<file path="config.mk">
export PLATFORM = sky130hd
export DESIGN_NAME = wr_ctrl
export DESIGN_NICKNAME = d
export VERILOG_FILES = /design/src/hw/axi_pkg.sv /design/src/hw/mem_pkg.sv /design/src/hw/wr_ctrl.sv
export SDC_FILE = /design/constraint.sdc
export NUM_CORES = 1
export LEC_CHECK = 0
export BUFFER_PORTS_ARGS = -buffer_cell sky130_fd_sc_hd__buf_4
export CAP_MARGIN = 20
export CORE_MARGIN = 1
export CORE_UTILIZATION = 21
export CTS_CLUSTER_SIZE = 14
export DETAILED_ROUTE_END_ITERATION = 8
export PLACE_DENSITY = 0.8
export SYNTH_ARGS = -nofsm -noshare
export SYNTH_HDL_FRONTEND = slang
export SYNTH_SLANG_ARGS = --single-unit
</file>
<file path="constraint.sdc">
create_clock -name clk -period 1.2 [get_ports clk]
set_input_delay 0.06 -clock clk [delete_from_list [all_inputs] [get_ports clk]]
set_output_delay 0.06 -clock clk [all_outputs]
set_load 0.01 [all_outputs]
</file>
<file path="src/hw/axi_pkg.sv">
////////////////////////////////////////
// bus protocol codes and field widths,
// imported by every AXI-style slave block
////////////////////////////////////////
`default_nettype none

package axi_pkg;

	// byte address and beat widths
	localparam int addr_w = 32;
	localparam int data_w = 32;
	localparam int strb_w = data_w / 8;

	// burst length field holds beats minus one
	localparam int len_w = 8;

	// arburst encodings
	typedef enum logic [1:0] {
		burst_fixed = 2'b00,
		burst_incr  = 2'b01,
		burst_wrap  = 2'b10
	} burst_t;

	// only okay and decerr are ever issued
	typedef enum logic [1:0] {
		resp_okay   = 2'b00,
		resp_decerr = 2'b11
	} resp_t;

endpackage

`default_nettype wire

</file>
<file path="src/hw/mem_pkg.sv">
////////////////////////////////////////
// storage geometry of the on-chip array
////////////////////////////////////////
`default_nettype none

package mem_pkg;

	// one word per beat
	localparam int word_bytes = 4;
	localparam int off_w      = $clog2(word_bytes);

	// array depth and word index width
	localparam int mem_words = 256;
	localparam int idx_w     = $clog2(mem_words);

	// first byte address past the array
	localparam int mem_bytes = mem_words * word_bytes;

endpackage

`default_nettype wire

</file>
<file path="src/hw/wr_ctrl.sv">
////////////////////////////////////////
// single-beat write path that takes AW
// and W together and answers on B
////////////////////////////////////////
`default_nettype none

module wr_ctrl import axi_pkg::*, mem_pkg::*; (
	input  logic              clk,
	input  logic              rst,
	input  logic              awvalid,
	input  logic [addr_w-1:0] awaddr,
	input  logic              wvalid,
	input  logic [data_w-1:0] wdata,
	input  logic [strb_w-1:0] wstrb,
	output logic              awready,
	output logic              wready,
	output logic              bvalid,
	output resp_t             bresp,
	input  logic              bready,
	input  logic              rd_idle,
	input  logic              arvalid,
	output logic              wr_en,
	output logic [idx_w-1:0]  wr_idx,
	output logic [data_w-1:0] wr_data,
	output logic [strb_w-1:0] wr_strb
);

	typedef enum logic {
		st_idle,
		st_resp
	} state_t;

	state_t state;
	logic   take;
	logic   accept;
	logic   in_range;

	// pending read request wins a tie
	assign take     = (state == st_idle) & rd_idle & ~arvalid;
	assign awready  = take;
	assign wready   = take;
	assign accept   = take & awvalid & wvalid;
	assign in_range = (awaddr < addr_w'(mem_bytes));
	assign bvalid   = (state == st_resp);

	// array written on the accepting edge
	assign wr_en   = accept & in_range;
	assign wr_idx  = awaddr[off_w +: idx_w];
	assign wr_data = wdata;
	assign wr_strb = wstrb;

	always_ff @(posedge clk) begin
		if (rst) begin
			state <= st_idle;
		end else begin
			case (state)
				st_idle:
					if (accept)
						state <= st_resp;
				st_resp:
					if (bready)
						state <= st_idle;
				default:
					state <= st_idle;
			endcase
		end
	end

	always_ff @(posedge clk) begin
		if (accept)
			bresp <= in_range ? resp_okay : resp_decerr;
	end

	// array port is never shared with a live burst
	a_wr_idle: assert property (@(posedge clk) disable iff (rst)
		wr_en |-> rd_idle);

endmodule

`default_nettype wire

</file>
==> results of run 1 <==
final timing paths:
kind	end	slack, ps	start
max	wr_en	20	bvalid
min reg2reg	bvalid	500	bvalid
max reg2reg	bresp[0]	70	bvalid
min	bvalid	100	bready
area by class of cell:
type / count / area share (%)
sequential: 2 / 10.2
timing repair buffer: 37 / 55.6
inverter: 1 / 0.744
clock buffer: 4 / 5.21
tap: 28 / 6.95
multi-input combinational: 14 / 21.3
logic make-up after synthesis:
logic type | after synthesis | share of synthesized area, %
buf+inv | 47 | 71.2
simple gates | 13 | 17.6
flops | 2 | 10.2
compound gates | 1 | 1.02
flip-flops by register name, indices dropped and copies added, names as in the netlist:
signal  count
bresp       1
bvalid      1
metrics by stage:
stage / instances / total power, mW
after floorplan: 63 / 0.243
after global placement: 79 / 0.169
after detailed placement: 79 / 0.170
after CTS: 86 / 0.352
after global routing: 86 / 0.370
final: 86 / 0.347
report_power, final:
group          switching [mW]  internal [mW]  total [mW]  leakage (nW)
Clock                  0.0427          0.124       0.166        0.0150
Combinational          0.0281         0.0772       0.105         0.204
Sequential            0.00151         0.0737      0.0752        0.0202
Total                  0.0724          0.275       0.347         0.239
metal layers:
metal	up-vias	part of all wire, %	GRT usage (%)
met3	12	35	14.2
li1	148	-	-
met5	-	0	0
met2	60	40	12.0
met1	143	20	3.60
met4	0	5.3	8.80
worst max-delay path: cells and delay by family, from the launching register on:
family | cells | cell delay, ps
AND/OR/NAND/NOR | 3 | 430
buffers and inverters | 1 | 140
flip-flops | 1 | 330
timing repair:
| item | CTS | global route |
|---|---|---|
| endpoints found under the hold margin | 1 | 0 |
| pin swaps | 2 | 0 |
| resized for setup | 2 | 2 |
| hold buffers | 1 | 0 |
| setup endpoints to repair | 1 | 2 |
| setup buffers | 2 | 0 |
==> results.cfg, run 1 <==
[clock_tree]
clkSlewWorstSetupHoldPaths_ps = 30
ctsLongestPathBuffers = 2
h-tree-depth = 1
cts_buffers = 3
clock_sinks = 2
clock-root-buffer = clkbuf_4
clk_latency_ps = 230
cts_tree = built

[layout]
final_area_um2 = 504
sequential_cell_area_um2 = 51.3
final_cell_mix = 36 x buf_4, 4 x nor4_1, 3 x clkbuf_4
mostFrequentLayoutCell = buf_4
n_antenna_cell = 0
fin_util_pct = 22.8
area_growth_pct = 2.81
drive_gt1_share_pct = 75.9
fin_nets = 134
multiInputGateArea_um2 = 108
n_fill_cell = 230

[floorplan]
row_count = 17
dieArea_um2 = 2530
pin_count = 125
initial_utilization_pct = 22.2
core_area_um2 = 2210
die_x_um = 50.3
dieHeight_um = 50.3

[synth]
synth_cells = 63
syn_nets = 138
synth-main-ff-cell = edfxtp_1
synth-seq-area-share_pct = 10.2
synth_top_area_share_pct = 70.4
syn_avg_cell_area_um2 = 7.79
yosysWarnings = 0
yosys-top-cells-area = buf_4 70%, edfxtp_1 6.1%, nor4_1 5.1%
syn_area_um2 = 490
ys_ff_latch = 2
synth_cell_types = 15
synth-edff-count = 1
yosysTopAreaCell = buf_4
synth_most_common_cell = buf_4
async_flop_share_pct = 0
synthTopCellsByCount = 46 x buf_4, 4 x nor4_1

[global_routing]
track_usage_pct = 8.79
grt_max_degree = 4
grt.overflow.total = 0
antenna_found_initial = 0
grt_pass1_wl_um = 1510
grt_pass1_vias = 317

[run_status]
status = complete, no violations

[setup_path]
path_cells = nor3b_4, nand3_2, nor3_2, buf_4
required_ps = 1140
endpoint_kind = output pin
path_max_fanout = 3
worst_path_largest_cell_delay_ps = 330
crit_path_start_kind = register
cp_slowest_cell = dfxtp_2
path_class = register to output pin
cp.arrival_ps = 1120
reg2regPathDepth = 4

[detailed_routing]
drt-wirelength-per-cell_um = 14.3
wirelength_um = 1230
viasPerCell = 4.22
drc = 0
ant_nets = 0
detail_route.first_pass.iterations = 2
dr_total_vias = 363
drt_iter0_markers = 2

[sta]
setup_tns_ps = 0
setup_violations = 0
hold_viol_final = 0
fmaxAchievable_mhz = 845
relSlewSlack_pct = 80.0
fin_crit_ps = 1180
tightest_slew_ps = 297
drv_slew = 0
grt_setup_unrepaired = yes
fin_hold_ws_ps = 95.7
worst_clock_skew_ps = 4.52
fin_crit_sh_pct = 98.6
worst_slack_ps = 16.4

[flow_run]
cap_viol_max_count = 0

[place]
portBuffers = 34
place_hpwl_um = 946
dp_worst_setup_slack_ps = 53.6
placed_area_um2 = 435
place_congestion = 0.473

[power_and_ir_drop]
p_leak_nw = 0.239
peakVddDrop_mv = 0.281
power_density_nw_per_um2 = 688

[min_path]
hold_path_class = input port to register
hold_depth = 3
No activity file was read; power rests on OpenSTA's default activity.
==> run 2, diff against run 1 <==
Settings changed: PLACE_DENSITY 0.8 to not set, PLACE_DENSITY_LB_ADDON set to 0.12.
Clock period 1.2 ns to 1.1 ns, I/O delays scaled along.
==> results.cfg, run 2 (synthesized netlist as in run 1, its figures left out) <==
[run_status]
status = complete, but fails checks
violations = negative setup slack

[power_and_ir_drop]
combPwrFrac_pct = 29.9
p_int_mw = 0.301
power_density_nw_per_um2 = 755
p_total_mw = 0.386
p_leak_nw = 0.245
clkPwrFrac_pct = 49.0
p_sw_share_pct = 22.0
peakVddDrop_mv = 0.335
p_seq_share_pct = 21.1
p_switching_mw = 0.0851

[setup_path]
reg2regPathDepth = 4
worst-path-stages = 4
path_class = register to output pin
required_ps = 1040
cp-startpoint = bvalid
endpoint_kind = output pin
reg2reg_to = bresp[0]
worst-path-buf-inv = 1
path_delay_family = simple AND/OR/NAND/NOR gates
path_cells = nor3b_4, nand3_2, nor3_2, buf_4
worst_path_largest_cell_delay_ps = 320
r2r_start = bvalid
cp.arrival_ps = 1120
path_max_fanout = 2
cp_slowest_cell = dfxtp_2
reg2reg_slack_ps = -10
crit_path_start_kind = register

[sta]
grt_setup_unrepaired = yes
worst_slack_ps = -76.4
drv_slew = 0
relSlewSlack_pct = 82.0
setup_violations = 2
fin_crit_sh_pct = 107
worst_clock_skew_ps = 1.65
fmaxAchievable_mhz = 850
tightest_slew_ps = 267
fin_crit_ps = 1180
fin_hold_ws_ps = 85.9
hold_viol_final = 0

[place]
dp_worst_setup_slack_ps = -33.2
post-place-cells = 80
place_hpwl_um = 1030
placed_area_um2 = 454
portBuffers = 34
place_congestion = 0.692

[clock_tree]
clkSlewWorstSetupHoldPaths_ps = 30
cts_tree = built
cts_buffers = 3
clock_sinks = 2
clk_latency_ps = 230
clock-root-buffer = clkbuf_4
h-tree-depth = 1
ctsLongestPathBuffers = 2

[min_path]
hold_path_class = input port to register
hp-start = bready
hold_depth = 3
holdPathEnd = bvalid

[layout]
mostFrequentLayoutCell = buf_4
area_growth_pct = 4.34
layout.cells.non_filler = 87
final_area_um2 = 512
drive_gt1_share_pct = 76.3
fin_nets = 135
n_antenna_cell = 0
final_cell_mix = 37 x buf_4, 4 x nor4_1, 3 x clkbuf_4

[global_routing]
antenna_found_initial = 0
track_usage_pct = 8.78
grt_pass1_vias = 327
grt_pass1_wl_um = 1560
grt_max_degree = 4
grt.overflow.total = 0

[flow_run]
cap_viol_max_count = 0

[floorplan]
dieArea_um2 = 2530
die_x_um = 50.3
initial_utilization_pct = 22.2
row_count = 17
dieHeight_um = 50.3
pin_count = 125
core_area_um2 = 2210

[detailed_routing]
drt-wirelength-per-cell_um = 13.9
drc = 0
detail_route.first_pass.iterations = 2
dr_total_vias = 364
wirelength_um = 1210
ant_nets = 0
drt_iter0_markers = 1
viasPerCell = 4.18
## run 2: changes by cell type in the layout (fill, tap and decap cells not counted)
cell,change
buf_4,+1
## run 2: worst max path at each step
stage	end
after floorplan	bresp[0]
after global placement	bresp[0]
after detailed placement	bresp[0]
after CTS	wr_en
after global routing	wr_en
final	wr_en
## run 2: timing repair
item,4_1_cts,5_1_grt
hold endpoints to repair,1,0
hold buffers,1,0
setup endpoints to repair,1,2
gates resized for setup,2,0
pin swaps,2,2
setup buffers,1,1
## run 2: tightest hold or removal path: stages
cell      delay [ps]
buf_4             70
nand2b_1          90
a21oi_1           60
## run 2: power groups by stage
stage                     Clock (mW)  Sequential, mW  Combinational (mW)
after floorplan                    0          0.0836               0.185
after global placement             0          0.0826               0.108
after detailed placement           0          0.0826               0.109
after CTS                      0.201          0.0817               0.114
after global routing           0.203          0.0819               0.122
final                          0.189          0.0817               0.115
## run 2: layout make-up
cell class	count	area [um^2]
well taps	28	35.0
flip-flops and latches	2	51.3
inverters	1	3.75
multi-input cells	14	108
fillers	243	1700
clock buffers	4	26.3
repair buffers	38	288
## run 2: layer usage
metal | wire [um] | track usage, % | up-vias
met4 | 12 | 6.48 | 0
met5 | 0 | 0 | -
li1 | - | - | 150
met1 | 266 | 4.32 | 150
met3 | 315 | 8.79 | 4
met2 | 611 | 16.2 | 60
## run 2: through the flow
step           setup TNS, ps  utilization (%)
2_1_floorplan              0                -
3_3_place_gp           -13.8             20.5
3_5_place_dp           -33.2             20.5
4_1_cts                 -202             22.8
5_1_grt                 -174             23.1
6_report               -85.2             23.1
==> run 3, diff against run 2 <==
--- a/constraint.sdc
+++ b/constraint.sdc
@@ -3,2 +3,2 @@
 set_output_delay 0.055 -clock clk [all_outputs]
-set_load 0.01 [all_outputs]
+set_load 0.1 [all_outputs]
==> results.cfg, run 3 (synthesized netlist as in run 1, its figures left out) <==
[run_status]
status = complete, but fails checks
violations = negative setup slack

[sta]
setup_tns_ps = -807
drv_slew = 0
relSlewSlack_pct = 80.1
fin_crit_ps = 1350
grt_setup_unrepaired = yes
fin_crit_sh_pct = 123
setup_violations = 5
fin_hold_ws_ps = 74.2
worst_clock_skew_ps = 5.71
hold_viol_final = 0
tightest_slew_ps = 295
worst_slack_ps = -248
fmaxAchievable_mhz = 742

[layout]
layout.cells.non_filler = 89
n_fill_cell = 244
multiInputGateArea_um2 = 114
final_area_um2 = 581
final_cell_mix = 34 x buf_4, 4 x nor4_1, 3 x clkbuf_4, 3 x buf_12, 2 x buf_6
n_antenna_cell = 0
area_growth_pct = 18.4
fin_util_pct = 26.2
drive_gt1_share_pct = 77.0
mostFrequentLayoutCell = buf_4
fin_nets = 137
sequential_cell_area_um2 = 53.8

[place]
post-place-cells = 81
place_congestion = 0.603
portBuffers = 34
placed_area_um2 = 477

[global_routing]
grt_max_degree = 3
grt_pass1_vias = 347
grt_pass1_wl_um = 1490
met3_usage_pct = 5.76
track_usage_pct = 8.23
grt.met2_usage_pct = 13.1
grt.overflow.total = 0
gr-max-usage-layer = met2
antenna_found_initial = 0
global_route.usage.met1_pct = 5.79

[power_and_ir_drop]
p_leak_nw = 0.282
power_density_nw_per_um2 = 769
peakVddDrop_mv = 0.206

[floorplan]
dieArea_um2 = 2530
row_count = 17
initial_utilization_pct = 22.2
pin_count = 125
dieHeight_um = 50.3
core_area_um2 = 2210
die_x_um = 50.3

[clock_tree]
clk_latency_ps = 230
clock_sinks = 2
cts_buffers = 3
clock-root-buffer = clkbuf_4
h-tree-depth = 1
clkSlewWorstSetupHoldPaths_ps = 30
cts_tree = built
ctsLongestPathBuffers = 2

[setup_path]
required_ps = 1040
crit_path_start_kind = register
path_max_fanout = 2
cp_slowest_cell = dfxtp_4
path_cells = nor3b_4, nand3_2, nor3_4, buf_12
cp.arrival_ps = 1290
reg2reg_slack_ps = -180
worst_path_largest_cell_delay_ps = 340
endpoint_kind = output pin
path_class = register to output pin

[min_path]
hold_path_class = input port to register

[detailed_routing]
detail_route.first_pass.iterations = 4
drt_iter0_markers = 6
viasPerCell = 4.10
wirelength_um = 1080
dr_total_vias = 365
ant_nets = 0
drt-wirelength-per-cell_um = 12.1
drc = 0

[flow_run]
cap_viol_max_count = 0
-- run 3: changes by cell type in the layout (fill, tap and decap cells not counted), sizes merged --
cell,previous run,this run
buf,37,39
-- run 3: path summary, 6_finish.rpt --
| check | from | to | cells past startpoint |
|---|---|---|---|
| worst min register to register | bvalid | bvalid | 3 |
| worst max-delay path | bvalid | wr_en | 4 |
| worst min-delay path | bready | bvalid | 3 |
| worst max register to register | bvalid | bresp[0] | 5 |
-- run 3: metal layers --
metal	share of wire, %	routed length, um
met1	25	268
met2	56	597
met3	19	204
met4	0.37	4
met5	0	0
-- run 3: critical path: cells and delay by family, from the launching register on --
kind / cells / cell delay, ps
simple gates: 3 / 530
flops: 1 / 340
buf+inv: 1 / 200
-- run 3: power by group --
part / internal [mW] / switching (mW) / leakage [nW] / total [mW]
Clock: 0.135 / 0.0484 / 0.0150 / 0.183
Sequential: 0.0784 / 0.00131 / 0.0205 / 0.0798
Combinational: 0.102 / 0.0819 / 0.247 / 0.183
-- run 3: cell type report --
type / count / area share, %
timing repair buffer: 40 / 59.9
multi-input combinational: 14 / 19.6
sequential: 2 / 9.27
tap: 28 / 6.03
clock buffer: 4 / 4.53
inverter: 1 / 0.647
-- run 3: timing repair --
action,4_1_cts,5_1_grt
hold buffers,1,0
endpoints found under the setup margin,3,4
setup buffers,1,2
pin swaps,2,0
endpoints found under the hold margin,1,0
resized for setup,9,2
-- run 3: metrics by stage --
step / total power, mW / setup WS (ps)
final: 0.447 / -248
after global routing: 0.471 / -335
after CTS: 0.449 / -243
after detailed placement: 0.240 / -234
after global placement: 0.241 / -199
after floorplan: 0.908 / -1390
