==> src/hw/axi_pkg.sv <==
////////////////////////////////////////
// bus protocol codes and field widths,
// imported by every AXI-style slave block
////////////////////////////////////////
`default_nettype none

package axi_pkg;

	// byte address and beat widths
	localparam int addr_w = 32;
	localparam int data_w = 32;
	localparam int strb_w = data_w / 8;

	// burst length field holds beats minus one
	localparam int len_w = 8;

	// arburst encodings
	typedef enum logic [1:0] {
		burst_fixed = 2'b00,
		burst_incr  = 2'b01,
		burst_wrap  = 2'b10
	} burst_t;

	// only okay and decerr are ever issued
	typedef enum logic [1:0] {
		resp_okay   = 2'b00,
		resp_decerr = 2'b11
	} resp_t;

endpackage

`default_nettype wire

==> src/hw/rd_burst_fsm.sv <==
////////////////////////////////////////
// read channel FSM, takes AR and paces
// R beats under rready back-pressure
////////////////////////////////////////
`default_nettype none

module rd_burst_fsm import axi_pkg::*; (
	input  logic  clk,
	input  logic  rst,
	input  logic  arvalid,
	output logic  arready,
	input  logic  rready,
	output logic  rvalid,
	output logic  rlast,
	output resp_t rresp,
	output logic  ag_start,
	output logic  ag_step,
	output logic  fetch,
	input  logic  beat_ok,
	input  logic  beat_last,
	output logic  rd_idle
);

	typedef enum logic [1:0] {
		st_idle,
		st_load,
		st_fetch,
		st_send
	} state_t;

	state_t state;
	state_t state_nxt;
	logic   xfer;

	// beat leaves on this edge
	assign xfer = rvalid & rready;

	assign arready = (state == st_idle);
	assign rd_idle = (state == st_idle);
	assign rvalid  = (state == st_send);

	// generator latches araddr on the handshake
	assign ag_start = arready & arvalid;
	// last beat leaves the generator where it is
	assign ag_step  = xfer & ~rlast;
	// first fetch, then one per non-last transfer
	assign fetch    = (state == st_fetch) | ag_step;

	always_comb begin
		state_nxt = state;
		case (state)
			st_idle:
				if (arvalid)
					state_nxt = st_load;
			st_load:
				state_nxt = st_fetch;
			st_fetch:
				state_nxt = st_send;
			st_send:
				if (xfer && rlast)
					state_nxt = st_idle;
			default:
				state_nxt = st_idle;
		endcase
	end

	always_ff @(posedge clk) begin
		if (rst) begin
			state <= st_idle;
			rlast <= 1'b0;
		end else begin
			state <= state_nxt;
			// last flag tracks the beat being fetched
			if (fetch)
				rlast <= beat_last;
			else if (xfer)
				rlast <= 1'b0;
		end
	end

	// decerr for beats outside the array
	always_ff @(posedge clk) begin
		if (fetch)
			rresp <= beat_ok ? resp_okay : resp_decerr;
	end

	// stalled beat keeps its sideband
	a_r_hold: assert property (@(posedge clk) disable iff (rst)
		rvalid && !rready |=> rvalid && $stable(rlast) && $stable(rresp));

	a_rlast_valid: assert property (@(posedge clk) disable iff (rst)
		rlast |-> rvalid);

endmodule

`default_nettype wire

==> config.mk <==
export PLATFORM = sky130hd
export DESIGN_NAME = rd_burst_fsm
export DESIGN_NICKNAME = d
export VERILOG_FILES = /design/src/hw/axi_pkg.sv /design/src/hw/rd_burst_fsm.sv
export SDC_FILE = /design/constraint.sdc
export NUM_CORES = 1
export LEC_CHECK = 0
export BUFFER_PORTS_ARGS = -buffer_cell sky130_fd_sc_hd__buf_2
export CAP_MARGIN = 20
export CORE_AREA = 2 2 39 41
export CTS_BUF_LIST = sky130_fd_sc_hd__clkbuf_4 sky130_fd_sc_hd__clkbuf_8 sky130_fd_sc_hd__clkbuf_16
export CTS_CLUSTER_DIAMETER = 60
export DETAILED_ROUTE_END_ITERATION = 7
export DIE_AREA = 0 0 41 43
export PLACE_DENSITY = 0.41
export SLEW_MARGIN = 20
export SYNTH_ARGS = -nofsm -noshare
export SYNTH_HDL_FRONTEND = slang
export SYNTH_SLANG_ARGS = --single-unit
==> constraint.sdc <==
create_clock -name clk -period 1.63 [get_ports clk]
set_input_delay 0.0815 -clock clk [delete_from_list [all_inputs] [get_ports clk]]
set_output_delay 0.0815 -clock clk [all_outputs]
set_load 0.05 [all_outputs]
==> results of run 1 <==
registers in the layout (all words and copies together), names as in the netlist:
| name | count |
|---|---|
| state | 2 |
| rresp | 1 |
| rlast | 1 |
logic make-up after synthesis:
family,after synthesis,synth area share
simple gates,8,0.1973
compound gates,6,0.1881
buf+inv,6,0.1101
flops,4,0.3303
fa+ha+maj,3,0.1376
mux,1,0.03670
synth_stat cells, drive strengths merged:
master,number
nand2,1
mux2i,1
or2,1
buf,2
nor2,1
ha,3
dfxtp,3
o21a,1
or2b,2
o21ai,1
inv,4
a21bo,1
nand3b,1
and3b,1
edfxtp,1
a21oi,2
a21boi,1
and2,1
layout make-up:
| type | count | area (um2) | area share |
|---|---|---|---|
| sequential | 4 | 90.09 | 0.2293 |
| multi-input combinational | 18 | 167.7 | 0.4268 |
| tap | 16 | 20.02 | 0.05096 |
| timing repair buffer | 14 | 70.07 | 0.1783 |
| inverter | 4 | 15.01 | 0.03822 |
| clock buffer | 4 | 30.03 | 0.07643 |
through the flow:
| step | setup WS (ns) | cells |
|---|---|---|
| 2_1_floorplan | 0.004386 | 28 |
| 3_5_place_dp | 0.3815 | 56 |
| 4_1_cts | 0.1022 | 60 |
| 5_1_grt | 0.04677 | 60 |
| 6_report | 0.1140 | 60 |
| 3_3_place_gp | 0.3835 | 56 |
layer usage:
| metal | routed length [um] | vias to the layer above | track usage | share of wire |
|---|---|---|---|---|
| met5 | 0 | - | 0 | 0 |
| met4 | 10 | 0 | 0 | 0.017 |
| met3 | 78 | 2 | 0.09424 | 0.13 |
| met2 | 284 | 12 | 0.1219 | 0.48 |
| met1 | 218 | 108 | 0.09325 | 0.37 |
| li1 | - | 120 | - | - |
cells in the final DEF (no fill, tap or decap), types with 2 or more instances in the layout:
cell type                  instances
sky130_fd_sc_hd__dfxtp_1           3
sky130_fd_sc_hd__a21oi_1           2
sky130_fd_sc_hd__inv_1             4
sky130_fd_sc_hd__ha_1              2
sky130_fd_sc_hd__buf_2            14
sky130_fd_sc_hd__clkbuf_4          4
worst paths after layout:
kind,slack [ns],endpoint,start
worst max-delay path,0.11,fetch,state[1]$_SDFFE_PP0P_
worst min-delay path,0.06,rresp[0]$_DFFE_PP_,beat_ok
worst max register to register,0.39,state[1]$_SDFFE_PP0P_,state[1]$_SDFFE_PP0P_
worst min register to register,0.54,rlast$_SDFFE_PP0P_,rlast$_SDFFE_PP0P_
worst max-delay path, delay by kind of cell, from the launching register on:
| kind | cells | cell delay [ns] |
|---|---|---|
| AND/OR/NAND/NOR | 2 | 0.44 |
| adder cells (fa/ha/maj) | 1 | 0.18 |
| buffers and inverters | 1 | 0.21 |
| flip-flops | 1 | 0.35 |
==> qor.json, run 1 <==
{
  "die": {
    "placeableCoreArea_um2": 1384,
    "die-height_um": 43,
    "io-pin-count": 15,
    "design.die.area_um2": 1763,
    "fp-row-count": 14,
    "die_x_um": 41,
    "floorplan.initialDensity": 0.1971
  },
  "synthesis": {
    "yosys_warns": 0,
    "synth_area_um2": 272.8,
    "syn_inst": 28,
    "syn_area_per_cell_um2": 9.742,
    "share_of_the_yosys_chip_area_belonging_to_registers": 0.3303,
    "syn_nets": 37,
    "synth.top_cells.by_area": "sky130_fd_sc_hd__dfxtp_1 22%, sky130_fd_sc_hd__ha_1 14%, sky130_fd_sc_hd__edfxtp_1 11%",
    "yosysUniqueCellTypes": 19,
    "yosys.area.top_type": "sky130_fd_sc_hd__dfxtp_1",
    "synth.ff_latch_count": 4,
    "yosysTopAreaCellShare": 0.2202
  },
  "critical_path": {
    "critPathMaxStageDelay_ns": 0.35,
    "critical_path.startpoint_type": "flip-flop",
    "crit_required_ns": 1.55,
    "worst_r2r_path_depth": 4,
    "timing.setup.critical_path_class": "reg -> out",
    "worstPathMaxFanout": 4,
    "cpMaxStageDelayCell": "sky130_fd_sc_hd__dfxtp_1",
    "arrival_ns": 1.43,
    "setup.worst_path.end_class": "primary output",
    "path_cells": "ha_4, and3b_2, or2_4, buf_2"
  },
  "sta": {
    "hold-worst-slack_ns": 0.06268,
    "timing.final.hold_violations": 0,
    "fin_setup_tns_ns": 0,
    "period_share": 0.9300,
    "setup_violation_total_in_the_final_timing_report": 0,
    "tmin_final_ns": 1.516,
    "timing.max_slew.rel_slack": 0.8283,
    "rsz_0062_raised_after_global_routing": "no",
    "slew_viol_final": 0,
    "timing.clock.skew_ns": 0.01947,
    "fmax_mhz": 659.6,
    "tightest_slew_ns": 0.2593
  },
  "run": {
    "timing.max_cap.violations": 0
  },
  "clocking": {
    "cts_root_buf": "sky130_fd_sc_hd__clkbuf_4",
    "clock_tree_from_tritoncts": "built",
    "cts.clk_slew.worst_paths_ns": 0.05,
    "cts_setup_buffers": 0,
    "cts_max_level": 1,
    "cts-buffers-inserted": 3,
    "cts_hold_buf": 0,
    "insertion_delay_ns": 0.25,
    "cts.sink_count": 4,
    "postCtsResizedCells": 0,
    "ctsLongestPathBuffers": 2
  },
  "route": {
    "remaining_drc_errors": 0,
    "drt_wl_total_um": 592,
    "dr.pass1.iters": 4,
    "detail_route.wl_per_cell_um": 9.867,
    "antenna_left": 0,
    "num_vias": 242,
    "drtIter0Drc": 4,
    "post_drt_via_cell_ratio": 4.033
  },
  "grt": {
    "vias_in_the_first_global_route": 238,
    "all_layer_global_routing_usage": 0.08635,
    "grt_max_degree": 6,
    "global_route_wire_length_before_repair_um": 966,
    "grt_overflow_total": 0,
    "initial_antenna_violation_count": 0
  },
  "place": {
    "hpwlAfterDp_um": 433.8,
    "finalWeightedCongestion": 0.7403,
    "place.port_buffers": 14,
    "placed_area_um2": 362.8
  },
  "cells_and_area": {
    "layout-drive-gt1-share": 0.5227,
    "fillerInstances": 149,
    "final_design_area_no_fill_um2": 392.9,
    "insertedDiodeCount": 0,
    "finalNetCount": 54,
    "area_growth_syn_to_layout_pct": 44.04,
    "postLayoutCoreUtil": 0.2839
  },
  "worst_hold_path": {
    "worstHoldPathCells": 2,
    "worst_hold_path_type": "in -> reg"
  },
  "run_status": {
    "outcome": "finished, final reports clean"
  }
}
Power of run 1 is not shown: default switching activity piles up to over one toggle a cycle in this logic, so the estimate is an artifact.
==> run 2, diff against run 1 <==
--- a/config.mk
+++ b/config.mk
@@ -12,8 +12,8 @@
 export CTS_CLUSTER_DIAMETER = 60
 export DETAILED_ROUTE_END_ITERATION = 7
 export DIE_AREA = 0 0 41 43
-export PLACE_DENSITY = 0.41
-export SLEW_MARGIN = 20
+export PLACE_DENSITY_LB_ADDON = 0.05
+export SLEW_MARGIN = 30
 export SYNTH_ARGS = -nofsm -noshare
 export SYNTH_HDL_FRONTEND = slang
 export SYNTH_SLANG_ARGS = --single-unit
==> run 2 against run 1 <==
Net effect:
- fmax grew 1.2%
- clock skew shrank 0.0086 ns
- wire length shrank 10%
- via count shrank 3.7%
- global-route usage shrank 0.60 points
- die area is the same
- critical endpoint unchanged
==> qor.json, run 2 (synthesized netlist as in run 1, its figures left out) <==
{
  "route": {
    "detail_route.wl_per_cell": {"value": 8.883, "unit": "um", "change": "was 9.867 um"},
    "antenna_left": {"value": 0, "change": "unchanged"},
    "remaining_drc_errors": {"value": 0, "change": "unchanged"},
    "dr.pass1.iters": {"value": 4, "change": "unchanged"},
    "drt_wl_total": {"value": 533, "unit": "um", "change": "was 592 um"},
    "num_vias": {"value": 233, "change": "was 242"},
    "drtIter0Drc": {"value": 5, "change": "was 4"},
    "post_drt_via_cell_ratio": {"value": 3.883, "change": "was 4.033"}
  },
  "grt": {
    "global_route_wire_length_before_repair": {"value": 903, "unit": "um", "change": "was 966 um"},
    "all_layer_global_routing_usage": {"value": 0.08032, "change": "was 0.08635"},
    "grt_overflow_total": {"value": 0, "change": "unchanged"},
    "grt_max_degree": {"value": 6, "change": "unchanged"},
    "initial_antenna_violation_count": {"value": 0, "change": "unchanged"},
    "vias_in_the_first_global_route": {"value": 233, "change": "was 238"}
  },
  "clocking": {
    "cts.sink_count": {"value": 4, "change": "unchanged"},
    "cts_hold_buf": {"value": 0, "change": "unchanged"},
    "cts_root_buf": {"value": "sky130_fd_sc_hd__clkbuf_4", "change": "unchanged"},
    "cts_max_level": {"value": 1, "change": "unchanged"},
    "cts_setup_buffers": {"value": 0, "change": "unchanged"},
    "ctsLongestPathBuffers": {"value": 2, "change": "unchanged"},
    "cts.clk_slew.worst_paths": {"value": 0.05, "unit": "ns", "change": "about the same"},
    "clock_tree_from_tritoncts": {"value": "built", "change": "unchanged"},
    "postCtsResizedCells": {"value": 0, "change": "unchanged"},
    "insertion_delay": {"value": 0.24, "unit": "ns", "change": "was 0.25 ns"},
    "cts-buffers-inserted": {"value": 3, "change": "unchanged"}
  },
  "worst_hold_path": {
    "worst_hold_path_type": {"value": "in -> reg", "change": "unchanged"}
  },
  "place": {
    "finalWeightedCongestion": {"value": 0.7076, "change": "was 0.7403"},
    "hpwlAfterDp": {"value": 453.4, "unit": "um", "change": "was 433.8 um"},
    "place.port_buffers": {"value": 14, "change": "unchanged"}
  },
  "cells_and_area": {
    "finalNetCount": {"value": 54, "change": "unchanged"},
    "biggestRegsByFlops": {"value": "state x2, rlast x1, rresp x1", "change": "unchanged"},
    "layout_commonest_cell": {"value": "sky130_fd_sc_hd__buf_2", "change": "unchanged"},
    "layout.cells.most_common_list": {"value": "14 x sky130_fd_sc_hd__buf_2, 4 x sky130_fd_sc_hd__inv_1, 4 x sky130_fd_sc_hd__clkbuf_4, 3 x sky130_fd_sc_hd__dfxtp_1", "change": "unchanged"},
    "area_growth_syn_to_layout": {"value": 44.04, "unit": "%", "change": "unchanged"},
    "fillerInstances": {"value": 153, "change": "was 149"},
    "largest_reg_flops": {"value": 2, "change": "unchanged"},
    "layout-drive-gt1-share": {"value": 0.5227, "change": "unchanged"},
    "insertedDiodeCount": {"value": 0, "change": "unchanged"},
    "max_flop_register": {"value": "state", "change": "unchanged"}
  },
  "run_status": {
    "outcome": {"value": "finished, final reports clean", "change": "unchanged"}
  },
  "critical_path": {
    "worstPathMaxFanout": {"value": 4, "change": "unchanged"},
    "path_buf_inv": {"value": 1, "change": "unchanged"},
    "path_cells": {"value": "ha_4, and3b_2, or2_4, buf_2", "change": "unchanged"},
    "cpMaxStageDelayCell": {"value": "sky130_fd_sc_hd__dfxtp_1", "change": "unchanged"},
    "arrival": {"value": 1.42, "unit": "ns", "change": "was 1.43 ns"},
    "setup.worst_path.end_class": {"value": "primary output", "change": "unchanged"},
    "cell_family_contributing_the_most_delay_on_the_critical_path": {"value": "simple AND/OR/NAND/NOR gates", "change": "unchanged"},
    "timing.setup.critical_path_class": {"value": "reg -> out", "change": "unchanged"},
    "crit_required": {"value": 1.55, "unit": "ns", "change": "about the same"},
    "critPathMaxStageDelay": {"value": 0.35, "unit": "ns", "change": "about the same"},
    "critical_path.startpoint_type": {"value": "flip-flop", "change": "unchanged"}
  },
  "sta": {
    "rsz_0062_raised_after_global_routing": {"value": "no", "change": "unchanged"},
    "slew_viol_final": {"value": 0, "change": "unchanged"},
    "fmax": {"value": 667.3, "unit": "MHz", "change": "was 659.6 MHz"},
    "timing.final.hold_violations": {"value": 0, "change": "unchanged"},
    "timing.clock.skew": {"value": 0.01091, "unit": "ns", "change": "was 0.01947 ns"},
    "tmin_final": {"value": 1.499, "unit": "ns", "change": "was 1.516 ns"},
    "period_share": {"value": 0.9194, "change": "was 0.9300"},
    "setup_violation_total_in_the_final_timing_report": {"value": 0, "change": "unchanged"},
    "fin_setup_tns": {"value": 0, "unit": "ns", "change": "unchanged"},
    "timing.max_slew.rel_slack": {"value": 0.8325, "change": "was 0.8283"},
    "tightest_slew": {"value": 0.2530, "unit": "ns", "change": "was 0.2593 ns"}
  },
  "die": {
    "fp-row-count": {"value": 14, "change": "unchanged"},
    "die_x": {"value": 41, "unit": "um", "change": "unchanged"},
    "design.die.area": {"value": 1763, "unit": "um2", "change": "unchanged"},
    "placeableCoreArea": {"value": 1384, "unit": "um2", "change": "unchanged"},
    "die-height": {"value": 43, "unit": "um", "change": "unchanged"},
    "io-pin-count": {"value": 15, "change": "unchanged"},
    "floorplan.initialDensity": {"value": 0.1971, "change": "unchanged"}
  },
  "run": {
    "timing.max_cap.violations": {"value": 0, "change": "unchanged"}
  }
}
[run 2: final cells by class]
cell class,instances,area [um2],share of cell area
Multi-Input combinational cell,18,167.7,0.4268
Inverter,4,15.01,0.03822
Clock buffer,4,30.03,0.07643
Tap cell,16,20.02,0.05096
Timing Repair Buffer,14,70.07,0.1783
Sequential cell,4,90.09,0.2293
[run 2: worst paths after layout]
path                         startpoint               endpoint  slack, ns  depth (start not counted)
hold / removal                      rst     rlast$_SDFFE_PP0P_       0.05                          2
setup / recovery  state[1]$_SDFFE_PP0P_                  fetch       0.13                          4
setup reg to reg  state[1]$_SDFFE_PP0P_  state[0]$_SDFFE_PP0P_       0.42                          4
hold reg to reg      rlast$_SDFFE_PP0P_     rlast$_SDFFE_PP0P_       0.51                          2
[run 2: layer usage]
layer / wire length [um] / global-route usage / vias to the layer above
met1: 246 / 0.09003 / 99
met5: 0 / 0 / -
met3: 35 / 0.04712 / 0
li1: - / - / 125
met2: 251 / 0.1063 / 9
met4: 0 / 0.06000 / 0
[run 2: through the flow]
step                std cells  hold slack [ns]  cell area (um2)  worst slack, ns    util
global route               60          0.05480            392.9          0.07759  0.2839
CTS                        60          0.04529            392.9           0.1195  0.2839
global placement           56           0.3002            362.8           0.3722  0.2622
finish                     60          0.04959            392.9           0.1314  0.2839
detailed placement         56           0.3026            362.8           0.3704  0.2622
floorplan                  28           0.1506            287.8         0.004386       -
Power of run 2 is left out for the same reason.
