===== src/hw/axi_pkg.sv =====
////////////////////////////////////////
// bus protocol codes and field widths,
// imported by every AXI-style slave block
////////////////////////////////////////
`default_nettype none

package axi_pkg;

	// byte address and beat widths
	localparam int addr_w = 32;
	localparam int data_w = 32;
	localparam int strb_w = data_w / 8;

	// burst length field holds beats minus one
	localparam int len_w = 8;

	// arburst encodings
	typedef enum logic [1:0] {
		burst_fixed = 2'b00,
		burst_incr  = 2'b01,
		burst_wrap  = 2'b10
	} burst_t;

	// only okay and decerr are ever issued
	typedef enum logic [1:0] {
		resp_okay   = 2'b00,
		resp_decerr = 2'b11
	} resp_t;

endpackage

`default_nettype wire


===== src/hw/mem_pkg.sv =====
////////////////////////////////////////
// storage geometry of the on-chip array
////////////////////////////////////////
`default_nettype none

package mem_pkg;

	// one word per beat
	localparam int word_bytes = 4;
	localparam int off_w      = $clog2(word_bytes);

	// array depth and word index width
	localparam int mem_words = 256;
	localparam int idx_w     = $clog2(mem_words);

	// first byte address past the array
	localparam int mem_bytes = mem_words * word_bytes;

endpackage

`default_nettype wire


===== src/hw/burst_addr_gen.sv =====
////////////////////////////////////////
// beat counter and address generator for
// FIXED, INCR and WRAP read bursts
////////////////////////////////////////
`default_nettype none

module burst_addr_gen import axi_pkg::*, mem_pkg::*; (
	input  logic              clk,
	input  logic              rst,
	input  logic [addr_w-1:0] araddr,
	input  logic [len_w-1:0]  arlen,
	input  burst_t            arburst,
	input  logic              start,
	input  logic              step,
	input  logic              fetch,
	output logic [idx_w-1:0]  rd_idx,
	output logic              rd_en,
	output logic              beat_ok,
	output logic              beat_last
);

	logic [addr_w-1:0] cur_addr;
	logic [addr_w-1:0] inc_addr;
	logic [addr_w-1:0] wrap_mask;
	logic [addr_w-1:0] next_addr;
	logic [addr_w-1:0] pres_addr;
	logic [len_w-1:0]  len_q;
	logic [len_w-1:0]  cnt;
	logic [len_w-1:0]  pres_cnt;
	burst_t            burst_q;

	assign inc_addr  = cur_addr + addr_w'(word_bytes);
	// window is len+1 beats, aligned to its own size
	assign wrap_mask = ((addr_w'(len_q) + 1'b1) * addr_w'(word_bytes)) - 1'b1;

	always_comb begin
		case (burst_q)
			burst_incr: next_addr = inc_addr;
			burst_wrap: next_addr = (cur_addr & ~wrap_mask) | (inc_addr & wrap_mask);
			default:    next_addr = cur_addr;
		endcase
	end

	// on step the next beat is shown at once
	// so the array picks it up on the same edge
	assign pres_addr = step ? next_addr : cur_addr;
	assign pres_cnt  = step ? cnt + 1'b1 : cnt;

	assign rd_idx    = pres_addr[off_w +: idx_w];
	assign beat_ok   = (pres_addr < addr_w'(mem_bytes));
	assign beat_last = (pres_cnt == len_q);
	assign rd_en     = fetch & beat_ok;

	always_ff @(posedge clk) begin
		if (rst) begin
			cnt     <= '0;
			len_q   <= '0;
			burst_q <= burst_fixed;
		end else if (start) begin
			cnt     <= '0;
			len_q   <= arlen;
			burst_q <= arburst;
		end else if (step) begin
			cnt <= cnt + 1'b1;
		end
	end

	// current beat address
	always_ff @(posedge clk) begin
		if (start)
			cur_addr <= araddr;
		else if (step)
			cur_addr <= next_addr;
	end

	a_wrap_len: assert property (@(posedge clk) disable iff (rst)
		start && arburst == burst_wrap |-> arlen inside {8'd1, 8'd3, 8'd7, 8'd15});

	// read FSM never steps past the last beat
	a_step_range: assert property (@(posedge clk) disable iff (rst)
		step |-> cnt < len_q);

endmodule

`default_nettype wire


===== config.mk =====
export PLATFORM = sky130hd
export DESIGN_NAME = burst_addr_gen
export DESIGN_NICKNAME = d
export VERILOG_FILES = /design/src/hw/axi_pkg.sv /design/src/hw/mem_pkg.sv /design/src/hw/burst_addr_gen.sv
export SDC_FILE = /design/constraint.sdc
export NUM_CORES = 1
export LEC_CHECK = 0
export BUFFER_PORTS_ARGS = -buffer_cell sky130_fd_sc_hd__buf_2
export CORE_ASPECT_RATIO = 0.9
export CORE_MARGIN = 2
export CORE_UTILIZATION = 55
export CTS_BUF_LIST = sky130_fd_sc_hd__clkbuf_4 sky130_fd_sc_hd__clkbuf_8
export CTS_CLUSTER_DIAMETER = 150
export DETAILED_ROUTE_END_ITERATION = 10
export GPL_TIMING_DRIVEN = 0
export PLACE_DENSITY = 0.85
export SLEW_MARGIN = 20
export SYNTH_ARGS = -nofsm -noshare
export SYNTH_HDL_FRONTEND = slang
export SYNTH_SLANG_ARGS = --single-unit

===== constraint.sdc =====
create_clock -name clk -period 7.55 [get_ports clk]
set_input_delay 1.1325 -clock clk [delete_from_list [all_inputs] [get_ports clk]]
set_output_delay 1.1325 -clock clk [all_outputs]
set_load 0.01 [all_outputs]

==> results of run 1 <==
stage by stage:
| stage | utilization | worst slack [ns] | hold slack (ns) |
|---|---|---|---|
| after floorplan | - | 3.25 | 0.488 |
| after global placement | 0.640 | 2.74 | 0.536 |
| after detailed placement | 0.640 | 2.69 | 0.543 |
| after CTS | 0.659 | 2.68 | 0.564 |
| after global routing | 0.659 | 2.42 | 0.586 |
| final | 0.659 | 2.63 | 0.561 |
sequential cells by signal (all words and copies together) (netlist names):
signal / cells
len_q: 8
cnt: 8
cur_addr: 30
burst_q: 2
cell usage after synthesis (all sizes together) (3+ instances only):
master and instances:
a21oi 33, a31oi 10, and2 4, and3 6, buf 13, clkbuf 20
dfxtp 48, ha 5, inv 10, mux2 13, mux2i 11, nand2 54
nand2b 3, nand3 16, nand4 16, nor2 52, nor3 14, nor4 12
o21a 5, o21ai 32, o221ai 4, o22a 4, o22ai 8, o2bb2ai 3
o31ai 8, or2 5, or4 5, xnor2 13, xor2 11
final timing paths:
kind / from / endpoint / slack, ns / cells past startpoint
worst max register to register: len_q[0] / cur_addr[24] / 4.66 / 9
worst min-delay path: burst_q[0] / burst_q[0] / 0.56 / 2
worst max-delay path: step / beat_ok / 2.63 / 10
worst min register to register: burst_q[0] / burst_q[0] / 0.56 / 2
layout make-up:
type	instances	share of cell area
Inverter	12	0.0110
Buffer	33	0.0394
Tap cell	87	0.0266
Sequential cell	48	0.234
Clock inverter	2	0.00946
Timing Repair Buffer	53	0.0647
Clock buffer	6	0.0201
Multi-Input combinational cell	385	0.594
cells by family (layout without fill, tap and decap cells):
| logic type | Yosys count | count (layout) | share of synthesized area |
|---|---|---|---|
| AOI/OAI and AO/OA | 134 | 134 | 0.254 |
| xor gates and xnor gates | 24 | 24 | 0.0583 |
| adders and majority gates | 5 | 5 | 0.0174 |
| buffers and inverters | 45 | 106 | 0.0573 |
| DFF | 48 | 48 | 0.267 |
| muxes | 24 | 24 | 0.0712 |
| and+or+nand+nor | 198 | 198 | 0.275 |
per-layer routing:
| layer | vias to the layer above | routed length [µm] | part of all wire |
|---|---|---|---|
| li1 | 1889 | - | - |
| met1 | 1868 | 4810 | 0.42 |
| met2 | 270 | 4970 | 0.44 |
| met3 | 32 | 1360 | 0.12 |
| met4 | 0 | 275 | 0.024 |
| met5 | - | 0 | 0 |
worst max-delay path: stages:
cell                       delay (ns)
sky130_fd_sc_hd__clkbuf_1        0.32
sky130_fd_sc_hd__nor2b_1         0.21
sky130_fd_sc_hd__clkbuf_1        0.37
sky130_fd_sc_hd__o21a_1          0.20
sky130_fd_sc_hd__a22oi_1         0.26
sky130_fd_sc_hd__o21a_1          0.29
sky130_fd_sc_hd__a221oi_1        0.39
sky130_fd_sc_hd__nand4_1         0.22
sky130_fd_sc_hd__nor3_1          0.22
sky130_fd_sc_hd__buf_2           0.16
power by group:
part / leakage (nW) / internal (mW) / switching [mW]
Sequential: 0.400 / 0.275 / 0.0209
Clock: 0.0614 / 0.108 / 0.0969
Combinational: 1.11 / 0.0763 / 0.113
==> metrics.txt, run 1 <==
detailed-route DRC error count=0; cell total after placement=slightly above 600; Layout Cell Area excl Fill=roughly 0.004 mm²; total negative slack for setup checks=0 ns; RSZ-0062 raised after global routing=no; global route overflow=0; fraction of layout cells with a size suffix above 1=0.202; clock transition at the register clock pins on the worst setup and hold paths after CTS=roughly 0.090 ns; maximum number of pins on one net before global-route repair=16; number of failing setup endpoints in the final timing report=0; Worst EP required=between 6 and 7 ns; clock tree from TritonCTS=done; clk buf depth=2; Clock Root Buffer=sky130_fd_sc_hd__clkbuf_8; path category of the worst min-delay check=flip-flop to flip-flop; worst setup skew after layout=approximately 0.0045 ns; share of the synthesized area in the top cell type=0.267; number of enable flip-flop cells after synthesis=0; Final Hold Viols=0; Worst Path Arrival=3.79 ns; category of the critical setup timing path=input port to output pin; CTS buffer count=5; Die Wd=a little under 90 µm; cells after synthesis=between 400 and 500; routed length per instance=roughly 18 µm; Synth area leaders=sky130_fd_sc_hd__dfxtp_1, sky130_fd_sc_hd__nand2_1, sky130_fd_sc_hd__nor2_1, sky130_fd_sc_hd__a21oi_1, sky130_fd_sc_hd__o21ai_0; placeable core area=0.00622 mm²; final worst path period need=about 4.9 ns; GP Congestion=1.00; area of combinational cells with multiple inputs=between 0.002 and 0.0025 mm²; met3 GRT Util=0.0661; routing layer with the top usage in global route=met2; share of the yosys chip area belonging to registers=0.267; sequential cell area in the final layout=961 µm²; post-CTS setup buffers=0; GR Util met1=0.453; Hold-fix buffers, CTS=0; most common library cell in the layout ignoring fill and taps=sky130_fd_sc_hd__buf_2; transition time at the pin with the least slew margin=0.891 ns; synth-to-layout area growth=13.7%; Resized cells post-CTS=0; count of buffers inserted at the top-level ports=53; commonest cells after routing, fill and taps aside=sky130_fd_sc_hd__buf_2, sky130_fd_sc_hd__nand2_1, sky130_fd_sc_hd__nor2_1, sky130_fd_sc_hd__dfxtp_1, sky130_fd_sc_hd__a21oi_1; share of synthesized flip-flops with an asynchronous set or reset=0; fill cell instance count of the final layout=600; Max H-tree Level=2; NumNets Final=between 500 and 600; source-to-sink clock delay at the later pin of the worst-skew pair=roughly 0.32 ns; area of placed instances=approximately 0.0040 mm²; boundary pin count=58; met2 layer usage reported by global route=0.496; startpoint types=input port; routed vias/inst=6.48; Die Outline Area=between 0.007 and 0.008 mm²; Synth Warn #=0; antenna violations before repair=0; Crit. End Element=output pin; standby leakage power=about 1.6 nW; Num Clock Sinks=48; area leader, netlist=sky130_fd_sc_hd__dfxtp_1; final antenna diode count=0; number of cell rows=27; Starting Density=0.580; detailed router's first-iteration violation count=443; final routed wirelength across all metal layers=~11 mm; VDD IR max=around 0.11 mV; summed instance area of the synthesized netlist=0.00360 mm²; final-report max-slew violation count=0; non-filler instance count after layout=626; max_slew headroom=0.406; status=finished clean; Power Total=roughly 0.69 mW; global-route wire length before repair=between 15 and 20 mm; Die H=~80 µm; final worst path period share=0.652; Post-Syn Area per Cell=roughly 7.5 µm²; Post-Syn Nets=530; Detailed Place HPWL=approximately 8.4 mm; power per unit of standard cell area=168 mW/mm²; most used flip-flop cell after synthesis=sky130_fd_sc_hd__dfxtp_1; maximum achievable frequency=203 MHz; Vias=between 4000 and 5000; Synth cell types=71; via count of the first global-routing pass=3787; flip-flop and latch count after synthesis=48; maximum fanout along the worst path=10; total global-route track usage=0.324; TritonRoute pass-1 iters=6; max-capacitance violation count=0; count of antenna-violating nets left after detailed routing=0
No activity file was read; power rests on OpenSTA's default activity.
==> run 2: changes to the inputs <==
CORE_UTILIZATION = 53   (was 55)
PLACE_DENSITY = 0.86   (was 0.85)
clock period = 4.3 ns   (was 7.55 ns; I/O delays follow)
==> metrics.txt, run 2 (synthesized netlist as in run 1, its figures left out) <==
status=finished clean (unchanged); NumNets Final=590 (unchanged); dominant delay contributor by cell family on the critical path=compound AO/OA/AOI/OAI gates (unchanged); Max H-tree Level=2 (unchanged); max-capacitance violation count=0 (unchanged); Stages on worst setup path=12 (was 10); Die Wd=90.9 µm (was 89.3 µm); final worst path period share=0.953; flip-flop count of the largest register, all copies and words added=30 (unchanged); Worst Path Arrival=3.45 ns (was 3.79 ns); detailed router's first-iteration violation count=486 (was 443); final-report max-slew violation count=0 (unchanged); Vias=4071 (was 4059); count of antenna-violating nets left after detailed routing=0 (unchanged); fraction of layout cells with a size suffix above 1=0.213 (was 0.202); maximum achievable frequency=about 240 MHz; total global-route track usage=0.317 (was 0.324); net switching power=0.419 mW (was 0.231 mW); worst setup slack after layout=0.201 ns (was 2.63 ns); most common library cell in the layout ignoring fill and taps=sky130_fd_sc_hd__buf_2 (unchanged); number of cell rows=28 (was 27); crit-path cells=ha_1 -> buf_2 -> or2_2 -> a211oi_4 -> o221ai_2 -> buf_6 -> o22ai_4 -> nand4_2 -> a2111oi_4 -> nand4_1 -> nor3_1 -> buf_2 (was clkbuf_1 -> nor2b_1 -> clkbuf_1 -> o21a_1 -> a22oi_1 -> o21a_1 -> a221oi_1 -> nand4_1 -> nor3_1 -> buf_2); VDD IR max=0.197 mV (was 0.106 mV); source-to-sink clock delay at the later pin of the worst-skew pair=0.32 ns (about the same); Routed met3 length=1.29 mm (was 1.36 mm); maximum number of pins on one net before global-route repair=16 (unchanged); worst setup skew after layout=0.00578 ns (was 0.00451 ns); slowest stage cell, crit path=sky130_fd_sc_hd__a2111oi_4 (was sky130_fd_sc_hd__a221oi_1); top register by number of flip-flops=cur_addr (unchanged); global route overflow=0 (unchanged); Clock Root Buffer=sky130_fd_sc_hd__clkbuf_8 (unchanged); total negative slack for setup checks=0 ns (unchanged); Net Sw Frac=0.346 (was 0.335); Detailed Place HPWL=8.81 mm (was 8.44 mm); largest registers=cur_addr x30, cnt x8, len_q x8 (unchanged); count of buffers inserted at the top-level ports=53 (unchanged); Crit. End Element=output pin (unchanged); Die Outline Area=0.00748 mm² (was 0.00722 mm²); part of the power in combinational logic=0.283 (was 0.275); RSZ-0062 raised after global routing=no (unchanged); number of failing setup endpoints in the final timing report=0 (unchanged); transition time at the pin with the least slew margin=1.03 ns (was 0.891 ns); wl on met1=5.18 mm (was 4.81 mm); detailed-route DRC error count=0 (unchanged); worst slack after detailed placement=0.443 ns (was 2.69 ns); routed vias/inst=6.47 (was 6.48); largest stage delay on the critical path=0.41 ns (was 0.39 ns); Die H=82.2 µm (was 80.8 µm); Starting Density=0.547 (was 0.580); clock network fraction of total power=0.286 (was 0.297); final routed wirelength across all metal layers=11.9 mm (was 11.4 mm); maximum fanout along the worst path=10 (unchanged); top layer used by detailed routing=met4 (unchanged); cell-internal power=0.791 mW (was 0.460 mW); clock transition at the register clock pins on the worst setup and hold paths after CTS=0.10 ns (was 0.09 ns); synth-to-layout area growth=14.8% (was 13.7%); via count of the first global-routing pass=3601 (was 3787); met2 wire len=5.17 mm (was 4.97 mm); CTS buffer count=5 (unchanged); placeable core area=0.00659 mm² (was 0.00622 mm²); clk buf depth=2 (unchanged); depth of the worst hold-timing path=2 (unchanged); Worst EP required=3.65 ns (was 6.42 ns); final worst path period need=about 4 ns; Reg2Reg Depth=9 (unchanged); TritonRoute pass-1 iters=7 (was 6); final antenna diode count=0 (unchanged); path category of the worst min-delay check=input port to flip-flop (was flip-flop to flip-flop); Final Hold Viols=0 (unchanged); cell type with the highest occurrence count on the critical path=sky130_fd_sc_hd__buf_2; GP Congestion=0.964 (was 1.00); number of buffers and inverters on the critical path=3 (unchanged); antenna violations before repair=0 (unchanged); proportion of power drawn by flip-flops and latches=0.431 (was 0.428); startpoint types=flip-flop (was input port); power per unit of standard cell area=293 mW/mm² (was 168 mW/mm²); Num Clock Sinks=48 (unchanged); standby leakage power=1.58 nW (was 1.57 nW); global-route wire length before repair=18.7 mm (was 18.2 mm); routed length per instance=18.9 µm (was 18.2 µm); category of the critical setup timing path=flip-flop to output pin (was input port to output pin); clock tree from TritonCTS=done (unchanged); commonest cells after routing, fill and taps aside=sky130_fd_sc_hd__buf_2, sky130_fd_sc_hd__nand2_1, sky130_fd_sc_hd__nor2_1, sky130_fd_sc_hd__dfxtp_1, sky130_fd_sc_hd__a21oi_1 (unchanged); boundary pin count=58 (unchanged); max_slew headroom=0.311 (was 0.406)
## run 2: power by group through the flow
stage | clock [mW] | combinational [mW] | sequential [mW]
floorplan | 0 | 0.229 | 0.518
global placement | 0 | 0.315 | 0.527
detailed placement | 0 | 0.324 | 0.528
CTS | 0.346 | 0.326 | 0.519
global route | 0.364 | 0.371 | 0.525
finish | 0.347 | 0.342 | 0.521
## run 2: worst paths after layout
check              from      endpoint  slack, ns
max            len_q[0]         rd_en       0.20
min          araddr[16]  cur_addr[16]       0.52
max reg2reg    len_q[0]  cur_addr[30]       1.43
min reg2reg  burst_q[1]    burst_q[1]       0.55
## run 2: worst register-to-register path, cell delays in order, from the launching register on
cell	delay, ns
sky130_fd_sc_hd__dfxtp_1	0.33
sky130_fd_sc_hd__ha_1	0.19
sky130_fd_sc_hd__buf_2	0.19
sky130_fd_sc_hd__or2_2	0.33
sky130_fd_sc_hd__a211oi_4	0.28
sky130_fd_sc_hd__o221ai_2	0.24
sky130_fd_sc_hd__o31a_2	0.43
sky130_fd_sc_hd__nor2_1	0.41
sky130_fd_sc_hd__a21oi_1	0.16
sky130_fd_sc_hd__o21ai_0	0.23
## run 2: metrics by stage
stage | hold WS (ns) | utilization | cell area (µm²) | power [mW] | cells
floorplan | 0.488 | - | 3600 | 0.746 | 478
global placement | 0.525 | 0.604 | 3980 | 0.842 | 621
CTS | 0.523 | 0.621 | 4090 | 1.19 | 629
finish | 0.516 | 0.628 | 4140 | 1.21 | 629
global route | 0.518 | 0.628 | 4140 | 1.26 | 629
detailed placement | 0.538 | 0.604 | 3980 | 0.852 | 621
## run 2: layer usage
layer	global-route usage	vias up
li1	-	1885
met1	0.443	1875
met2	0.509	280
met3	0.0563	31
met4	0.0894	0
met5	0	-
## run 2: what timing repair did
| item | 4_1_cts | 5_1_grt |
|---|---|---|
| hold buffers | 0 | 0 |
| gates resized for setup | 0 | 10 |
| endpoints found under the setup margin | 0 | 2 |
| setup buffers | 0 | 0 |
## run 2: area by class of cell
type / instances / area [µm²]
Clock inverter: 3 / 42.5
Clock buffer: 5 / 68.8
Multi-Input combinational cell: 385 / 2480
Inverter: 12 / 45.0
Timing Repair Buffer: 53 / 265
Fill cell: 630 / 2450
Buffer: 33 / 163
Tap cell: 90 / 113
Sequential cell: 48 / 961
==> run 3: changes to the inputs <==
PLACE_DENSITY = 0.81   (was 0.86)
clock period = 3.3 ns   (was 4.3 ns; I/O delays follow)
==> metrics.txt, run 3 (synthesized netlist as in run 1, its figures left out) <==
category of the critical setup timing path=flip-flop to output pin (unchanged); standby leakage power=1.86 nW (was 1.58 nW); placeable core area=0.00659 mm² (unchanged); routed length per instance=20.1 µm (was 18.9 µm); RSZ-0062 raised after global routing=yes (was no); Starting Density=0.547 (unchanged); synth-to-layout area growth=33.1% (was 14.8%); largest registers=cur_addr x30, cnt x8, len_q x8 (unchanged); final worst path period share=1.11; VDD IR max=0.189 mV (was 0.197 mV); number of failing setup endpoints in the final timing report=2 (was 0); detailed-route DRC error count=0 (unchanged); clock tree from TritonCTS=done (unchanged); power per unit of standard cell area=354 mW/mm² (was 293 mW/mm²); hold slack=0.378 ns (was 0.516 ns); Worst Path Arrival=3.17 ns (was 3.45 ns); top register by number of flip-flops=cur_addr (unchanged); Layout Cell Area excl Fill=0.00480 mm² (was 0.00414 mm²); Max H-tree Level=2 (unchanged); sequential cell area in the final layout=977 µm² (was 961 µm²); R2R Path End=cur_addr[9] (was cur_addr[30]); boundary pin count=58 (unchanged); start point of the worst min-delay path=araddr[25] (was araddr[16]); area of placed instances=0.00398 mm² (unchanged); final worst path period need=roughly 3.7 ns; TritonRoute pass-1 iters=9 (was 7); clock transition at the register clock pins on the worst setup and hold paths after CTS=0.10 ns (about the same); Die Outline Area=0.00748 mm² (unchanged); max_slew headroom=0.532 (was 0.311); Reg2Reg Depth=13 (was 9); source-to-sink clock delay at the later pin of the worst-skew pair=0.32 ns (about the same); worst slack after detailed placement=-0.419 ns (was 0.443 ns); Die H=82.2 µm (unchanged); failing checks=setup timing; NumNets Final=624 (was 590); hold endpoint=cur_addr[25] (was cur_addr[16]); antenna violations before repair=0 (unchanged); flip-flop count of the largest register, all copies and words added=30 (unchanged); count of buffers inserted at the top-level ports=53 (unchanged); most common library cell in the layout ignoring fill and taps=sky130_fd_sc_hd__buf_2 (unchanged); Vias=4474 (was 4071); routed vias/inst=6.75 (was 6.47); Die Wd=90.9 µm (unchanged); detailed router's first-iteration violation count=725 (was 486); path category of the worst min-delay check=input port to flip-flop (unchanged); Num Clock Sinks=48 (unchanged); total negative slack for setup checks=-0.728 ns (was 0 ns); Worst EP required=2.80 ns (was 3.65 ns); Crit. End Element=output pin (unchanged); count of antenna-violating nets left after detailed routing=0 (unchanged); maximum achievable frequency=~270 MHz; global-route wire length before repair=19.7 mm (was 18.7 mm); global route overflow=0 (unchanged); worst setup skew after layout=0.0145 ns (was 0.00578 ns); worst setup slack for register-to-register paths=0.55 ns (was 1.43 ns); final-report max-slew violation count=0 (unchanged); maximum fanout along the worst path=5 (was 10); worst setup slack after layout=-0.368 ns (was 0.201 ns); CTS buffer count=5 (unchanged); share of the core filled with cells in the final layout=0.728 (was 0.628); number of cell rows=28 (unchanged); total global-route track usage=0.332 (was 0.317); GP Congestion=1.00 (was 0.964); fraction of layout cells with a size suffix above 1=0.349 (was 0.213); clk buf depth=2 (unchanged); transition time at the pin with the least slew margin=0.699 ns (was 1.03 ns); Clock Root Buffer=sky130_fd_sc_hd__clkbuf_8 (unchanged); area of combinational cells with multiple inputs=0.00280 mm² (was 0.00248 mm²); status=finished, violations left (was finished clean); maximum number of pins on one net before global-route repair=16 (unchanged); final antenna diode count=0 (unchanged); commonest cells after routing, fill and taps aside=sky130_fd_sc_hd__buf_2, sky130_fd_sc_hd__nand2_1, sky130_fd_sc_hd__nor2_1, sky130_fd_sc_hd__dfxtp_1, sky130_fd_sc_hd__buf_4 (was sky130_fd_sc_hd__buf_2, sky130_fd_sc_hd__nand2_1, sky130_fd_sc_hd__nor2_1, sky130_fd_sc_hd__dfxtp_1, sky130_fd_sc_hd__a21oi_1); Final Hold Viols=0 (unchanged); depth of the worst hold-timing path=3 (was 2); startpoint of the worst register-to-register path=len_q[0] (unchanged); Detailed Place HPWL=8.48 mm (was 8.81 mm); startpoint types=flip-flop (unchanged); final routed wirelength across all metal layers=13.4 mm (was 11.9 mm); fill cell instance count of the final layout=489 (was 630); max-capacitance violation count=0 (unchanged); via count of the first global-routing pass=3843 (was 3601); Hold-fix buffers, CTS=0 (unchanged)
==> run 3: cell types whose count changed in the layout (fill, tap and decap cells not counted), sizes merged <==
| cell | delta |
|---|---|
| buf | +35 |
| a22oi | +1 |
| clkbuf | -1 |
| clkinvlp | -1 |
==> run 3: power breakdown <==
part	leakage [nW]	switching, mW	internal, mW
sequential	0.403	0.0634	0.631
clock	0.0614	0.220	0.248
combinational	1.39	0.307	0.227
total	1.86	0.590	1.11
==> run 3: what timing repair did <==
item	CTS	global route
resized for setup	62	50
gates cloned	1	0
buffers inserted	19	19
pin swaps	22	20
endpoints found under the hold margin	0	0
setup endpoints to repair	3	8
==> run 3: metal layers <==
layer  GRT usage  vias up  share of wire
li1            -     1967              -
met5           0        -              0
met2       0.510      374           0.42
met4       0.118        0          0.050
met1       0.454     2039           0.40
met3      0.0889       94           0.13
==> run 3: worst max-delay path by stage <==
stage / startpoint / slack, ns / to
final: len_q[0] / -0.37 / rd_en
after global placement: cur_addr[2] / -0.41 / rd_en
after global routing: len_q[6] / -0.50 / rd_en
after floorplan: len_q[0] / 0.14 / beat_ok
after detailed placement: len_q[0] / -0.42 / beat_ok
after CTS: len_q[0] / -0.21 / beat_ok
==> run 3: area by class of cell <==
cell class	instances	area share
clock inverters	2	0.00809
plain buffers	28	0.0357
inverters	12	0.00939
flip-flops and latches	48	0.204
well taps	90	0.0235
clock buffers	6	0.0172
multi-input cells	386	0.584
repair buffers	91	0.118
==> run 3: critical path: stages, from the launching register on <==
cell and delay, ns:
sky130_fd_sc_hd__dfxtp_2 0.35, sky130_fd_sc_hd__ha_4 0.19, sky130_fd_sc_hd__nand3b_1 0.19, sky130_fd_sc_hd__a211oi_4 0.11, sky130_fd_sc_hd__buf_4 0.16, sky130_fd_sc_hd__o221a_4 0.28
sky130_fd_sc_hd__a21oi_1 0.55, sky130_fd_sc_hd__nor3_1 0.11, sky130_fd_sc_hd__o22ai_1 0.20, sky130_fd_sc_hd__o2111ai_1 0.32, sky130_fd_sc_hd__nor3_2 0.24, sky130_fd_sc_hd__buf_2 0.15
==> run 3: per-stage QoR <==
step                      total power, mW  instances
after floorplan                     0.972        478
after global placement               1.10        621
after detailed placement             1.11        621
after CTS                            1.62        649
after global routing                 1.75        663
final                                1.70        663
